===== src/hw/pix_filter_pkg.sv =====
// shared geometry, types and register map for the 3x3 pixel filter, referenced by scoped names
package pix_filter_pkg;

    // frame geometry, kept small for simulation
    localparam int IMG_W = 8;
    localparam int IMG_H = 4;
    localparam int FRAME_PIX = IMG_W * IMG_H;

    localparam int CH_W = 4;    // bits per colour channel
    localparam int NUM_CH = 3;
    localparam int PIX_W = 12;  // rgb 4:4:4

    localparam int XW = $clog2(IMG_W);
    localparam int YW = $clog2(IMG_H);
    localparam int FW = $clog2(IMG_W + 1);      // flush counter runs 0..IMG_W
    localparam int FCW = $clog2(FRAME_PIX + 1);
    localparam int FRAME_CNT_W = 16;

    // wishbone word addresses
    localparam logic REG_CTRL = 1'b0;
    localparam logic REG_FRAMES = 1'b1;

    typedef enum logic [1:0] {
        MODE_PASS    = 2'd0,
        MODE_MEDIAN  = 2'd1,
        MODE_BLUR    = 2'd2,
        MODE_SHARPEN = 2'd3
    } filt_mode_e;

    typedef struct packed {
        filt_mode_e mode;
        logic [2:0] amount;  // sharpening gain 0..7
    } filt_cfg_t;

    // window from the feeder, pix[0] is top left, pix[4] the centre
    typedef struct packed {
        logic                       valid;
        logic                       sof;
        logic                       at_edge;  // centre on the frame border
        filt_cfg_t                  cfg;
        logic [8:0][PIX_W-1:0]      pix;
    } win_t;

    typedef struct packed {
        logic            valid;
        logic            sof;
        logic [CH_W-1:0] val;
    } lane_res_t;

endpackage

===== src/hw/pix_filter_top.sv =====
// top level of the 3x3 pixel filter: feeder, three colour lanes, drain and wishbone registers
`timescale 1ns/1ps

module pix_filter_top (
    input  logic                             clk,
    input  logic                             rst_n,
    input  logic                             in_valid,
    input  logic                             in_sof,
    input  logic [pix_filter_pkg::PIX_W-1:0] in_pix,
    output logic                             out_valid,
    output logic                             out_sof,
    output logic [pix_filter_pkg::PIX_W-1:0] out_pix,
    input  logic                             wb_cyc,
    input  logic                             wb_stb,
    input  logic                             wb_we,
    input  logic                             wb_adr,
    input  logic [31:0]                      wb_dat_w,
    output logic [31:0]                      wb_dat_r,
    output logic                             wb_ack
);

    pix_filter_pkg::filt_cfg_t cfg;
    pix_filter_pkg::win_t      win;
    pix_filter_pkg::lane_res_t lane_res [pix_filter_pkg::NUM_CH];
    logic                      frame_pulse;

    window_gen window_gen_inst (
        .clk      (clk),
        .rst_n    (rst_n),
        .in_valid (in_valid),
        .in_sof   (in_sof),
        .in_pix   (in_pix),
        .cfg      (cfg),
        .win      (win)
    );

    // lane k works on bits [11-4k : 8-4k]
    for (genvar k = 0; k < pix_filter_pkg::NUM_CH; k++) begin : g_lane
        channel_filter #(.LANE(k)) channel_filter_inst (
            .clk   (clk),
            .rst_n (rst_n),
            .win   (win),
            .res   (lane_res[k])
        );
    end

    pixel_merge pixel_merge_inst (
        .clk         (clk),
        .rst_n       (rst_n),
        .res         (lane_res),
        .out_valid   (out_valid),
        .out_sof     (out_sof),
        .out_pix     (out_pix),
        .frame_pulse (frame_pulse)
    );

    filter_regs filter_regs_inst (
        .clk         (clk),
        .rst_n       (rst_n),
        .wb_cyc      (wb_cyc),
        .wb_stb      (wb_stb),
        .wb_we       (wb_we),
        .wb_adr      (wb_adr),
        .wb_dat_w    (wb_dat_w),
        .wb_dat_r    (wb_dat_r),
        .wb_ack      (wb_ack),
        .frame_pulse (frame_pulse),
        .cfg         (cfg)
    );

endmodule


===== src/hw/filter_regs.sv =====
// wishbone classic slave with the filter control register and the completed-frame count
`timescale 1ns/1ps

module filter_regs (
    input  logic                      clk,
    input  logic                      rst_n,
    input  logic                      wb_cyc,
    input  logic                      wb_stb,
    input  logic                      wb_we,
    input  logic                      wb_adr,
    input  logic [31:0]               wb_dat_w,
    output logic [31:0]               wb_dat_r,
    output logic                      wb_ack,
    input  logic                      frame_pulse,
    output pix_filter_pkg::filt_cfg_t cfg
);

    logic                                   req;
    logic [pix_filter_pkg::FRAME_CNT_W-1:0] frames;

    assign req = wb_cyc && wb_stb && !wb_ack;  // one ack per strobe

    always_ff @(posedge clk) begin
        if (!rst_n) begin
            wb_ack <= 1'b0;
            cfg <= '{mode: pix_filter_pkg::MODE_PASS, amount: '0};
            frames <= '0;
        end else begin
            wb_ack <= req;
            if (req && wb_we && wb_adr == pix_filter_pkg::REG_CTRL) begin
                cfg.mode <= pix_filter_pkg::filt_mode_e'(wb_dat_w[1:0]);
                cfg.amount <= wb_dat_w[4:2];
            end
            if (frame_pulse) frames <= frames + 1'b1;  // frame count is read only
        end
    end

    always_ff @(posedge clk) begin
        if (req) begin
            if (wb_adr == pix_filter_pkg::REG_CTRL) begin
                wb_dat_r <= {27'd0, cfg.amount, cfg.mode};
            end else begin
                wb_dat_r <= {{(32 - pix_filter_pkg::FRAME_CNT_W){1'b0}}, frames};
            end
        end
    end

    // master must hold the strobe until it sees the ack
    a_ack_with_stb: assert property (@(posedge clk) disable iff (!rst_n)
        wb_ack |-> wb_stb && wb_cyc)
        else $error("filter_regs: wb_ack without wb_stb");

endmodule


===== src/hw/pixel_merge.sv =====
// drain that joins the three lane results into one pixel and flags the last pixel of each frame
`timescale 1ns/1ps

module pixel_merge (
    input  logic                             clk,
    input  logic                             rst_n,
    input  pix_filter_pkg::lane_res_t        res [pix_filter_pkg::NUM_CH],
    output logic                             out_valid,
    output logic                             out_sof,
    output logic [pix_filter_pkg::PIX_W-1:0] out_pix,
    output logic                             frame_pulse
);

    logic [pix_filter_pkg::FCW-1:0] cnt;  // pixels sent so far in this frame
    logic [pix_filter_pkg::FCW-1:0] idx;

    assign idx = res[0].sof ? '0 : cnt;

    always_ff @(posedge clk) begin
        for (int k = 0; k < pix_filter_pkg::NUM_CH; k++) begin
            out_pix[pix_filter_pkg::PIX_W-1-pix_filter_pkg::CH_W*k -: pix_filter_pkg::CH_W]
                <= res[k].val;
        end
        if (!rst_n) begin
            out_valid <= 1'b0;
            out_sof <= 1'b0;
            frame_pulse <= 1'b0;
            cnt <= '0;
        end else begin
            out_valid <= res[0].valid;
            out_sof <= res[0].valid && res[0].sof;
            frame_pulse <= res[0].valid
                           && idx == pix_filter_pkg::FCW'(pix_filter_pkg::FRAME_PIX - 1);
            if (res[0].valid) cnt <= idx + 1'b1;
        end
    end

    for (genvar k = 1; k < pix_filter_pkg::NUM_CH; k++) begin : g_agree
        a_lanes_agree: assert property (@(posedge clk) disable iff (!rst_n)
            res[k].valid == res[0].valid && res[k].sof == res[0].sof)
            else $error("pixel_merge: lane %0d out of step", k);
    end

endmodule


===== src/hw/channel_filter.sv =====
// one colour lane filtering its channel of each 3x3 window, instantiated three times by the top level
`timescale 1ns/1ps

module channel_filter #(
    parameter int LANE = 0  // 0 red, 1 green, 2 blue
) (
    input  logic                      clk,
    input  logic                      rst_n,
    input  pix_filter_pkg::win_t      win,
    output pix_filter_pkg::lane_res_t res
);

    typedef logic [pix_filter_pkg::CH_W-1:0] smp_t;

    function automatic smp_t min2(smp_t a, smp_t b);
        return (a < b) ? a : b;
    endfunction

    function automatic smp_t max2(smp_t a, smp_t b);
        return (a > b) ? a : b;
    endfunction

    function automatic smp_t med3(smp_t a, smp_t b, smp_t c);
        return max2(min2(a, b), min2(max2(a, b), c));
    endfunction

    smp_t                      s [9];
    logic [6:0]                n8;       // sum of the eight neighbours
    smp_t                      lo_q [3];  // per-row sorted triples
    smp_t                      mid_q [3];
    smp_t                      hi_q [3];
    logic [6:0]                n8_q;
    smp_t                      c_q;
    logic                      v1_q;
    logic                      sof1_q;
    logic                      edge1_q;
    pix_filter_pkg::filt_cfg_t cfg1_q;
    smp_t                      med;
    logic [7:0]                blur_sum;
    logic signed [5:0]         diff;
    logic signed [8:0]         sharp;
    smp_t                      sharp_c;
    smp_t                      sel;

    always_comb begin
        n8 = '0;
        for (int i = 0; i < 9; i++) begin
            s[i] = win.pix[i][pix_filter_pkg::PIX_W-1-pix_filter_pkg::CH_W*LANE -:
                              pix_filter_pkg::CH_W];
            if (i != 4) n8 = n8 + 7'(s[i]);
        end
    end

    always_ff @(posedge clk) begin
        for (int r = 0; r < 3; r++) begin
            lo_q[r] <= min2(min2(s[3*r], s[3*r+1]), s[3*r+2]);
            mid_q[r] <= med3(s[3*r], s[3*r+1], s[3*r+2]);
            hi_q[r] <= max2(max2(s[3*r], s[3*r+1]), s[3*r+2]);
        end
        n8_q <= n8;
        c_q <= s[4];
        sof1_q <= win.sof;
        edge1_q <= win.at_edge;
        cfg1_q <= win.cfg;
        if (!rst_n) v1_q <= 1'b0;
        else v1_q <= win.valid;
    end

    always_comb begin
        // median of nine from the row triples
        med = med3(max2(max2(lo_q[0], lo_q[1]), lo_q[2]),
                   med3(mid_q[0], mid_q[1], mid_q[2]),
                   min2(min2(hi_q[0], hi_q[1]), hi_q[2]));
        blur_sum = {1'b0, c_q, 3'b000} + {1'b0, n8_q};  // 8c + n8 reaches at most 240
        diff = $signed({2'b00, c_q}) - $signed({2'b00, n8_q[6:3]});
        sharp = $signed({5'b00000, c_q}) + ((diff * $signed({1'b0, cfg1_q.amount})) >>> 2);
        if (sharp < 0) sharp_c = '0;
        else if (sharp > 9'sd15) sharp_c = '1;
        else sharp_c = sharp[3:0];
        if (edge1_q) begin
            sel = c_q;  // border pixels pass through
        end else begin
            case (cfg1_q.mode)
                pix_filter_pkg::MODE_MEDIAN:  sel = med;
                pix_filter_pkg::MODE_BLUR:    sel = blur_sum[7:4];
                pix_filter_pkg::MODE_SHARPEN: sel = sharp_c;
                default:                      sel = c_q;
            endcase
        end
    end

    always_ff @(posedge clk) begin
        res.val <= sel;
        if (!rst_n) begin
            res.valid <= 1'b0;
            res.sof <= 1'b0;
        end else begin
            res.valid <= v1_q;
            res.sof <= sof1_q;
        end
    end

    a_quiet_in_reset: assert property (@(posedge clk) !rst_n |=> !res.valid && !win.valid)
        else $error("channel_filter: valid during reset");

endmodule


===== src/hw/window_gen.sv =====
// feeder that turns the raster pixel stream into 3x3 windows, one per pixel plus an end-of-frame flush
`timescale 1ns/1ps

module window_gen (
    input  logic                             clk,
    input  logic                             rst_n,
    input  logic                             in_valid,
    input  logic                             in_sof,
    input  logic [pix_filter_pkg::PIX_W-1:0] in_pix,
    input  pix_filter_pkg::filt_cfg_t        cfg,
    output pix_filter_pkg::win_t             win
);

    logic [pix_filter_pkg::PIX_W-1:0]           lb0 [pix_filter_pkg::IMG_W];  // row y-2
    logic [pix_filter_pkg::PIX_W-1:0]           lb1 [pix_filter_pkg::IMG_W];  // row y-1
    logic [2:0][2:0][pix_filter_pkg::PIX_W-1:0] sr;   // [row][col], col 0 on the left
    logic [2:0][pix_filter_pkg::PIX_W-1:0]      col;  // column shifted in at the right
    logic [pix_filter_pkg::XW-1:0]              in_x;
    logic [pix_filter_pkg::YW-1:0]              in_y;
    logic [pix_filter_pkg::XW-1:0]              out_x;  // centre of the next window
    logic [pix_filter_pkg::YW-1:0]              out_y;
    logic [pix_filter_pkg::FW-1:0]              fcnt;
    logic [pix_filter_pkg::XW-1:0]              rd_idx;
    logic                                       flushing;
    logic                                       in_last;
    logic                                       in_emit;
    logic                                       emit;
    pix_filter_pkg::filt_cfg_t                  cfg_q;      // config of the current frame
    pix_filter_pkg::filt_cfg_t                  win_cfg_q;
    logic                                       win_valid_q;
    logic                                       win_sof_q;
    logic                                       win_edge_q;

    assign in_last = in_valid && in_x == pix_filter_pkg::XW'(pix_filter_pkg::IMG_W - 1)
                     && in_y == pix_filter_pkg::YW'(pix_filter_pkg::IMG_H - 1);
    // windows trail the input by one line plus one pixel
    assign in_emit = in_valid && (in_y > pix_filter_pkg::YW'(1) || (in_y == 1 && in_x != 0));
    assign emit = in_emit || flushing;

    // flush reads a phantom row below the frame; index IMG_W only feeds the unused right column
    assign rd_idx = in_valid ? in_x :
                    (fcnt < pix_filter_pkg::FW'(pix_filter_pkg::IMG_W)) ?
                    fcnt[pix_filter_pkg::XW-1:0] : '0;

    always_comb begin
        col[0] = lb0[rd_idx];
        col[1] = lb1[rd_idx];
        col[2] = in_valid ? in_pix : '0;
    end

    always_ff @(posedge clk) begin
        if (in_valid) begin
            lb0[in_x] <= lb1[in_x];
            lb1[in_x] <= in_pix;
        end
        if (in_valid || flushing) begin
            for (int r = 0; r < 3; r++) begin
                sr[r][0] <= sr[r][1];
                sr[r][1] <= sr[r][2];
                sr[r][2] <= col[r];
            end
        end
        if (emit) begin
            win_sof_q <= out_x == 0 && out_y == 0;
            win_edge_q <= out_x == 0 || out_x == pix_filter_pkg::XW'(pix_filter_pkg::IMG_W - 1)
                          || out_y == 0 || out_y == pix_filter_pkg::YW'(pix_filter_pkg::IMG_H - 1);
            win_cfg_q <= cfg_q;  // latched before a concurrent sof can change it
        end
    end

    always_ff @(posedge clk) begin
        if (!rst_n) begin
            in_x <= '0;
            in_y <= '0;
            out_x <= '0;
            out_y <= '0;
            fcnt <= '0;
            flushing <= 1'b0;
            win_valid_q <= 1'b0;
            cfg_q <= '{mode: pix_filter_pkg::MODE_PASS, amount: '0};
        end else begin
            win_valid_q <= emit;
            if (in_valid && in_sof) cfg_q <= cfg;
            if (in_valid) begin
                if (in_x == pix_filter_pkg::XW'(pix_filter_pkg::IMG_W - 1)) begin
                    in_x <= '0;
                    in_y <= (in_y == pix_filter_pkg::YW'(pix_filter_pkg::IMG_H - 1)) ?
                            '0 : in_y + 1'b1;
                end else begin
                    in_x <= in_x + 1'b1;
                end
            end
            if (in_last) begin
                flushing <= 1'b1;
                fcnt <= '0;
            end else if (flushing) begin
                fcnt <= fcnt + 1'b1;
                if (fcnt == pix_filter_pkg::FW'(pix_filter_pkg::IMG_W)) flushing <= 1'b0;
            end
            if (emit) begin
                if (out_x == pix_filter_pkg::XW'(pix_filter_pkg::IMG_W - 1)) begin
                    out_x <= '0;
                    out_y <= (out_y == pix_filter_pkg::YW'(pix_filter_pkg::IMG_H - 1)) ?
                             '0 : out_y + 1'b1;
                end else begin
                    out_x <= out_x + 1'b1;
                end
            end
        end
    end

    always_comb begin
        win.valid = win_valid_q;
        win.sof = win_sof_q;
        win.at_edge = win_edge_q;
        win.cfg = win_cfg_q;
        win.pix = sr;  // [r][c] packs to index 3r+c
    end

    // last flush step only reads the register chain, so the next frame may start there
    a_no_input_in_flush: assert property (@(posedge clk) disable iff (!rst_n)
        in_valid || in_sof |-> !flushing || fcnt == pix_filter_pkg::FW'(pix_filter_pkg::IMG_W))
        else $error("window_gen: source not idle during flush");
    a_sof_at_line_start: assert property (@(posedge clk) disable iff (!rst_n)
        in_valid && in_sof |-> in_x == '0)
        else $error("window_gen: in_sof away from x = 0");

endmodule


===== config.mk =====
export PLATFORM = sky130hd
export DESIGN_NAME = pix_filter_top
export DESIGN_NICKNAME = d
export VERILOG_FILES = /design/src/hw/pix_filter_pkg.sv /design/src/hw/pix_filter_top.sv /design/src/hw/filter_regs.sv /design/src/hw/pixel_merge.sv /design/src/hw/channel_filter.sv /design/src/hw/window_gen.sv
export SDC_FILE = /design/constraint.sdc
export NUM_CORES = 2
export LEC_CHECK = 0
export ABC_AREA = 1
export BUFFER_PORTS_ARGS = -buffer_cell sky130_fd_sc_hd__buf_4
export CORE_ASPECT_RATIO = 0.75
export CORE_MARGIN = 1
export CORE_UTILIZATION = 50
export CTS_BUF_LIST = sky130_fd_sc_hd__clkbuf_4 sky130_fd_sc_hd__clkbuf_8
export CTS_CLUSTER_SIZE = 20
export DETAILED_ROUTE_END_ITERATION = 8
export PLACE_DENSITY = 0.76
export SYNTH_ARGS = -nofsm -noshare
export SYNTH_HDL_FRONTEND = slang
export SYNTH_SLANG_ARGS = --single-unit

===== constraint.sdc =====
create_clock -name clk -period 9.2 [get_ports clk]
set_input_delay 0.46 -clock clk [delete_from_list [all_inputs] [get_ports clk]]
set_output_delay 0.46 -clock clk [all_outputs]
set_load 0.005 [all_outputs]

-- Yosys cells after proc, flatten, opt, wreduce, memory -nomap -nowiden
Memories as Yosys holds them, arrays and structs flattened. A register that Yosys moved wholly into a read port is not among the register bits.
Index checks and enable logic that the tools add are counted.
- register bits: 242
- memory bits (writable): 300
- input bits: 52
- output and inout port bits: 47
- word-level logic and storage cells: 350
- memories: 11
- memory list (name ; depth ; width ; read ports ; clocked after Yosys merged registers in ; wr ports ; RTL line ; source):
    window_gen_inst.lb0 ; 8 ; 12 ; 1 ; 1 ; 1 ; window_gen.sv:14 ; logic [pix_filter_pkg::PIX_W-1:0] lb0 [pix_filter_pkg::IMG_W];
    window_gen_inst.lb1 ; 8 ; 12 ; 2 ; 2 ; 1 ; window_gen.sv:15 ; logic [pix_filter_pkg::PIX_W-1:0] lb1 [pix_filter_pkg::IMG_W];
    g_lane[0].channel_filter_inst.hi_q ; 3 ; 4 ; 3 ; 0 ; 3 ; channel_filter.sv:31 ; smp_t hi_q [3];
    g_lane[0].channel_filter_inst.lo_q ; 3 ; 4 ; 3 ; 0 ; 3 ; channel_filter.sv:29 ; smp_t lo_q [3];
    g_lane[0].channel_filter_inst.mid_q ; 3 ; 4 ; 3 ; 0 ; 3 ; channel_filter.sv:30 ; smp_t mid_q [3];
    g_lane[1].channel_filter_inst.hi_q ; 3 ; 4 ; 3 ; 0 ; 3 ; channel_filter.sv:31 ;
    5 more memories ; -- ; -- ; -- ; -- ; -- ; -- ;
- $add $sub $neg: 37
- multiply operators: 3
- magnitude comparators: 98
- eq/ne operators: 10
- mux-type cells: 117
- bitwise logic cells: 2
- reductions and logical operators: 25
- operators by type and width (cell ; count):
    4-bit 2-to-1 mux ; 99
    4-bit greater-than comparator ; 45
    4-bit less-than comparator ; 45
    7-bit by 4-bit adder with 7-bit output ; 18
    4-bit case mux with 3 select lines ; 3
    5-bit by 4-bit multiplier with 9-bit output ; 3
    5-bit by 7-bit adder with 8-bit output ; 3
    7-bit by 7-bit adder with 8-bit output ; 3
    8-bit by 5-bit greater-than comparator with 1-bit output, second input constant ; 3
    8-bit by 1-bit less-than comparator with 1-bit output, second input constant ; 3
    3-bit 2-to-1 mux ; 6
    16-bit by 1-bit adder with 16-bit output, second input constant ; 1
    4-bit by 4-bit adder with 5-bit output ; 3
    4-bit by 4-bit subtractor with 5-bit output ; 3
    1-bit logical AND ; 12
    2-bit equality test, second input constant ; 4
    3-bit by 1-bit adder with 3-bit output, second input constant ; 2
    6-bit by 1-bit adder with 6-bit output, second input constant ; 1
    3-bit equality test, second input constant ; 2
    6-bit by 5-bit equality test with 1-bit output, second input constant ; 1
    1-bit logical OR ; 6
    6-bit 2-to-1 mux ; 1
    1-bit 2-to-1 mux ; 5
    5-bit 2-to-1 mux ; 1
    other kinds (14) ; 19

-- Longest topological paths before layout
An unclocked memory read counts as a cell.
- depth after elaboration: 15
- gate-level depth with buffers: 54
- mapped depth without buffers: 54

-- Hierarchy
From an unflattened synthesis, not the netlist that was laid out.
- cell total of the unflattened synthesis: 4130
- area, all modules: 35404.0 µm²
- modules (own cells, without submodules) (module ; instances ; cells an instance ; area each (µm²) ; sequential area each (µm²)):
    window_gen ; 1 ; 1294 ; 14134.8 ; 9699.3
    channel_filter at g_lane[1].channel_filter_inst ; 1 ; 853 ; 6292.3 ; 1161.1
    channel_filter at g_lane[0].channel_filter_inst ; 1 ; 851 ; 6278.5 ; 1161.1
    channel_filter at g_lane[2].channel_filter_inst ; 1 ; 851 ; 6259.8 ; 1161.1
    filter_regs ; 1 ; 214 ; 1801.7 ; 920.9
    pixel_merge ; 1 ; 67 ; 636.9 ; 420.4

-- Worst setup path before layout
Ideal clock, no wire load.
- path type: reg2reg
- start point: memory g_lane[1].channel_filter_inst.mid_q[0][7] (netlist name)
- end point: register g_lane[1].channel_filter_inst.res[3] (netlist name)
- library setup time: 0.117 ns
- arrival time: 6.292 ns
- slack: 2.791 ns
- cell stages (with the launch flop): 41
- path through: dfxtp_1 inv_1 ha_1 a21oi_2 nand2_4 nand2_4 nor2_1 a21oi_1 ha_1 a21oi_1 nand2_2 nand2_1 o21ai_1 ha_1 inv_1 nor2_1 nor2_1 o21ai_0 [... 5 more ...] a221oi_4 inv_2 nand2_1 inv_1 nand2_1 o21ai_0 ha_1 inv_1 a21oi_1 nand3_1 and2_1 ha_1 inv_1 o31ai_1 nand2_1 o211ai_1 nand3_1 o22a_1
- RTL lines (item ; RTL line):
    from (decl) ; channel_filter.sv:30

==> reports/results.md <==
* maximum cell stage delay along the critical path: 0.69 ns
* hold-critical path endpoint: filter_regs_inst.cfg[3]$_SDFFE_PN0P_
* number of input and output port buffers inserted: 55
* highest metal layer with signal wires: met4
* fraction of the mapped netlist area in adder cells: 0.1989
* antenna violations before repair: 4
* Vert. Die Dim: 226.4 um
* number of global-route vias before repair: 23488
* worst max-slew margin expressed relative to the limit: 0.2513
* FF+latch count, synth: 544
* Critical Path RT: 9.71 ns
* RSZ-0062 raised after global routing: no
* number of endpoints failing setup at the final stage: 0
* Max-Cap Viols: 0
* fraction of final layout cells sized beyond drive strength 1: 0.08223
* overall die width: 301.2 um
* number of sinks handled by clock tree synthesis: 544
* number of buffers inserted during clock tree synthesis: 85
* Avg Synthesized Cell Area: 8.941 sq um
* WS Path Type: reg2reg
* area of the die: 68210 sq um
* FMAX: 136.8 MHz
* final setup margin: 1.888 ns
* FF-to-FF End: g_lane[0].channel_filter_inst.res[3]$_DFF_P_
* number of hold-slack violations in the final timing report: 0
* Area growth, synth to finish: 10.06%
* failing checks: design-rule violations
* final RePlAce weighted congestion: 0.8915
* Most used DFF post-synth: sky130_fd_sc_hd__edfxtp_1
* result of the run: finished, violations left
* Worst Path Max Fanout: 8
* insertion delay of the later-clocked pin in the worst-skew pair: 0.69 ns
* Met1 Wirelength: 35.29 mm
* quantity of gates resized following cts: 0
* Crit-path slowest cell: sky130_fd_sc_hd__o31ai_1
* skew final: 0.03438 ns
* area of the core region: 65770 sq um
* fraction of post-synthesis cell area in the top cell type by area: 0.2888
* maximum number of pins on one net before global-route repair: 69
* Min-Delay Startpoint: wb_dat_w[0]
* reg-to-reg startpoint: g_lane[0].channel_filter_inst.mid_q[0][7]$_DFF_P_
* total of fill cells in the finished design: 5622
* CTS clk-pin slew, worst paths: 0.07 ns
* cell count of the worst hold path: 3
* CTS tree: yes
* vias after detailed routing: 25253
* simple-gate area share of the yosys netlist: 0.1251
* Post-synth EDFFs: 323
* synth top area cells: sky130_fd_sc_hd__edfxtp_1, sky130_fd_sc_hd__ha_1, sky130_fd_sc_hd__dfxtp_1
* number of iterations in the first detailed-routing pass: 7
* post-layout utilization of the core: 0.5619
* detailed-route wire length per cell: 15.07 um
* violation count after the first detailed-routing iteration: 2240
* count of synthesis-stage warnings from yosys: 0
* count of nets left with antenna violations after detail routing: 0
* Remaining DRCs: 6
* length of routed met2 wiring: 30.39 mm
* Synth area leader: sky130_fd_sc_hd__edfxtp_1
* Total Wirelength: 72.34 mm
* post-route fraction of the period consumed by the critical path: 0.7948
* Post-Route Hold Slack: 0.06301 ns
* post-synthesis async set-or-reset flop share: 0
* setup TNS: 0 ns
* total met3 wirelength after detailed routing: 5.416 mm
* final-report max-slew violation count: 0
* complex-gate fraction of the synthesized area: 0.1548
* post-placement worst setup slack: 1.897 ns
* Hold Crit Class: in2reg
* number of top-level design ports: 99
* number of cells on the worst reg-to-reg path: 38
* Cells after Synth: 3756
* std cell rows: 81
* starting utilization of the core area: 0.5105
* NumNets Final: 4400
* Min Clock Period, post-route: 7.312 ns
* post-synthesis mux area share: 0
* HPWL after detailed placement: 52.17 mm
* r2r setup slk: 1.89 ns
* Critical Path Start Type: register
* count of different cell masters after synthesis: 51
* crit path launch: g_lane[0].channel_filter_inst.mid_q[0][7]$_DFF_P_
* most frequent cell on the critical path: sky130_fd_sc_hd__ha_1
* total congestion overflow: 0
* total track usage: 0.2145
* post-synthesis instance area: 33580 sq um
* dominant combinational cell family by area after synthesis: adder cells
* wire length of the first global-routing pass: 117.9 mm
* maximum buffer depth of the clock tree: 3
* critical path arrival: 7.82 ns
* H-tree Lvls: 3
* XOR/XNOR share of the synthesized area: 0.01408
* transition time at the pin with the least slew margin: 1.123 ns
* routed vias/inst: 5.261
* type of destination of the critical path: register
* master cell of the clock root buffer: sky130_fd_sc_hd__clkbuf_8
* sequential-to-total area share from yosys stat: 0.4206
kinds of logic (layout without fill, tap and decap cells):
kind of cell	Yosys count	in the layout
flops	544	544
fa+ha+maj	487	487
xor+xnor	54	54
buf+inv	756	913
compound gates	896	896
other cells	1	17
simple gates	1018	1018
worst max-delay path, delay by kind of cell (launching register included):
kind                     cells  cell delay [ns]
flip-flops                   1             0.33
buffers and inverters        6             0.35
adder cells (fa/ha/maj)      6             1.77
AO/OA/AOI/OAI               13             3.29
AND/OR/NAND/NOR             13             1.40
stage by stage:
stage                     std cells  area (sq um)
final                          4800         36960
after global placement         4630         34960
after floorplan                3771         33640
after global routing           4800         36960
after CTS                      4799         36960
after detailed placement       4630         34960
per-layer routing:
metal	vias to the layer above	global-route usage
li1	12751	-
met1	11659	0.3263
met2	743	0.3133
met3	100	0.03775
met4	0	0.05125
met5	-	0
layout make-up:
cell class,count,area [sq um],area share
multi-input cells,2471,16680,0.4514
flip-flops and latches,544,14120,0.3821
inverters,672,2522,0.06825
clock buffers,124,1531,0.04144
well taps,871,1090,0.02949
repair buffers,87,690.7,0.01869
clock inverters,30,315.3,0.008531
diodes,1,2.502,0.00006771
cell usage after synthesis, types with 22 or more instances:
cell type                    n
sky130_fd_sc_hd__ha_1      409
sky130_fd_sc_hd__dfxtp_1   221
sky130_fd_sc_hd__o21ai_0   350
sky130_fd_sc_hd__nand3_1    68
sky130_fd_sc_hd__o21ai_1    23
sky130_fd_sc_hd__clkbuf_1   61
sky130_fd_sc_hd__fa_1       78
sky130_fd_sc_hd__nor2_1    300
sky130_fd_sc_hd__nand2_1   557
sky130_fd_sc_hd__a211oi_1   22
sky130_fd_sc_hd__xor2_1     35
sky130_fd_sc_hd__edfxtp_1  323
sky130_fd_sc_hd__inv_1     659
sky130_fd_sc_hd__o21bai_1   28
sky130_fd_sc_hd__a31oi_1    49
sky130_fd_sc_hd__o211ai_1   56
sky130_fd_sc_hd__a21oi_1   272
state kept, by name, indices dropped and copies added, names as in the netlist, 14 cells and up, named ones only:
signal,cells
g_lane.channel_filter_inst.hi_q,36
window_gen_inst.lb1,96
window_gen_inst.win,113
filter_regs_inst.frames,16
g_lane.channel_filter_inst.res,14
filter_regs_inst.wb_dat_r,16
window_gen_inst.lb0,96
g_lane.channel_filter_inst.mid_q,36
g_lane.channel_filter_inst.lo_q,36
cells in the final DEF (no fill, tap or decap), types with 6 or more instances in the layout:
cell type,instances
sky130_fd_sc_hd__and2_1,7
sky130_fd_sc_hd__a211oi_1,22
sky130_fd_sc_hd__a31oi_1,49
sky130_fd_sc_hd__o21ai_0,350
sky130_fd_sc_hd__nor2_1,292
sky130_fd_sc_hd__a21oi_1,270
sky130_fd_sc_hd__xor2_1,35
sky130_fd_sc_hd__o32ai_1,12
sky130_fd_sc_hd__o21ai_2,18
sky130_fd_sc_hd__o21bai_1,28
sky130_fd_sc_hd__clkbuf_8,96
sky130_fd_sc_hd__clkbuf_4,28
sky130_fd_sc_hd__a21oi_2,13
sky130_fd_sc_hd__ha_1,409
sky130_fd_sc_hd__clkinv_2,6
sky130_fd_sc_hd__inv_2,9
sky130_fd_sc_hd__dfxtp_1,221
sky130_fd_sc_hd__a221oi_1,10
sky130_fd_sc_hd__nand2_4,7
sky130_fd_sc_hd__nor2_2,7
sky130_fd_sc_hd__a32oi_1,14
sky130_fd_sc_hd__nand2_1,557
sky130_fd_sc_hd__conb_1,16
sky130_fd_sc_hd__nand2_2,18
sky130_fd_sc_hd__o31ai_1,6
sky130_fd_sc_hd__nand4_1,9
sky130_fd_sc_hd__nand3_2,7
sky130_fd_sc_hd__o21ai_1,23
sky130_fd_sc_hd__clkinv_1,15
sky130_fd_sc_hd__inv_1,659
sky130_fd_sc_hd__fa_1,78
sky130_fd_sc_hd__o211ai_1,56
sky130_fd_sc_hd__or2_2,18
sky130_fd_sc_hd__dlygate4sd3_1,15
sky130_fd_sc_hd__nand3_1,68
sky130_fd_sc_hd__nor3_1,10
sky130_fd_sc_hd__o21a_1,14
sky130_fd_sc_hd__buf_4,72
sky130_fd_sc_hd__edfxtp_1,323
sky130_fd_sc_hd__xnor2_1,19
repair_timing:
item,4_1_cts,5_1_grt
hold buffers,15,0
hold endpoints to repair,88,0
buffers inserted,0,0
how the worst max path moves through the flow:
stage,endpoint,cells past startpoint
floorplan,g_lane[1].channel_filter_inst.res[3]$_DFF_P_,40
global placement,g_lane[0].channel_filter_inst.res[3]$_DFF_P_,38
detailed placement,g_lane[0].channel_filter_inst.res[3]$_DFF_P_,38
CTS,g_lane[0].channel_filter_inst.res[3]$_DFF_P_,38
global route,g_lane[2].channel_filter_inst.res[3]$_DFF_P_,40
finish,g_lane[0].channel_filter_inst.res[3]$_DFF_P_,38
Power is not shown: default switching activity piles up to over one toggle a cycle in this logic, so the estimate is an artifact.
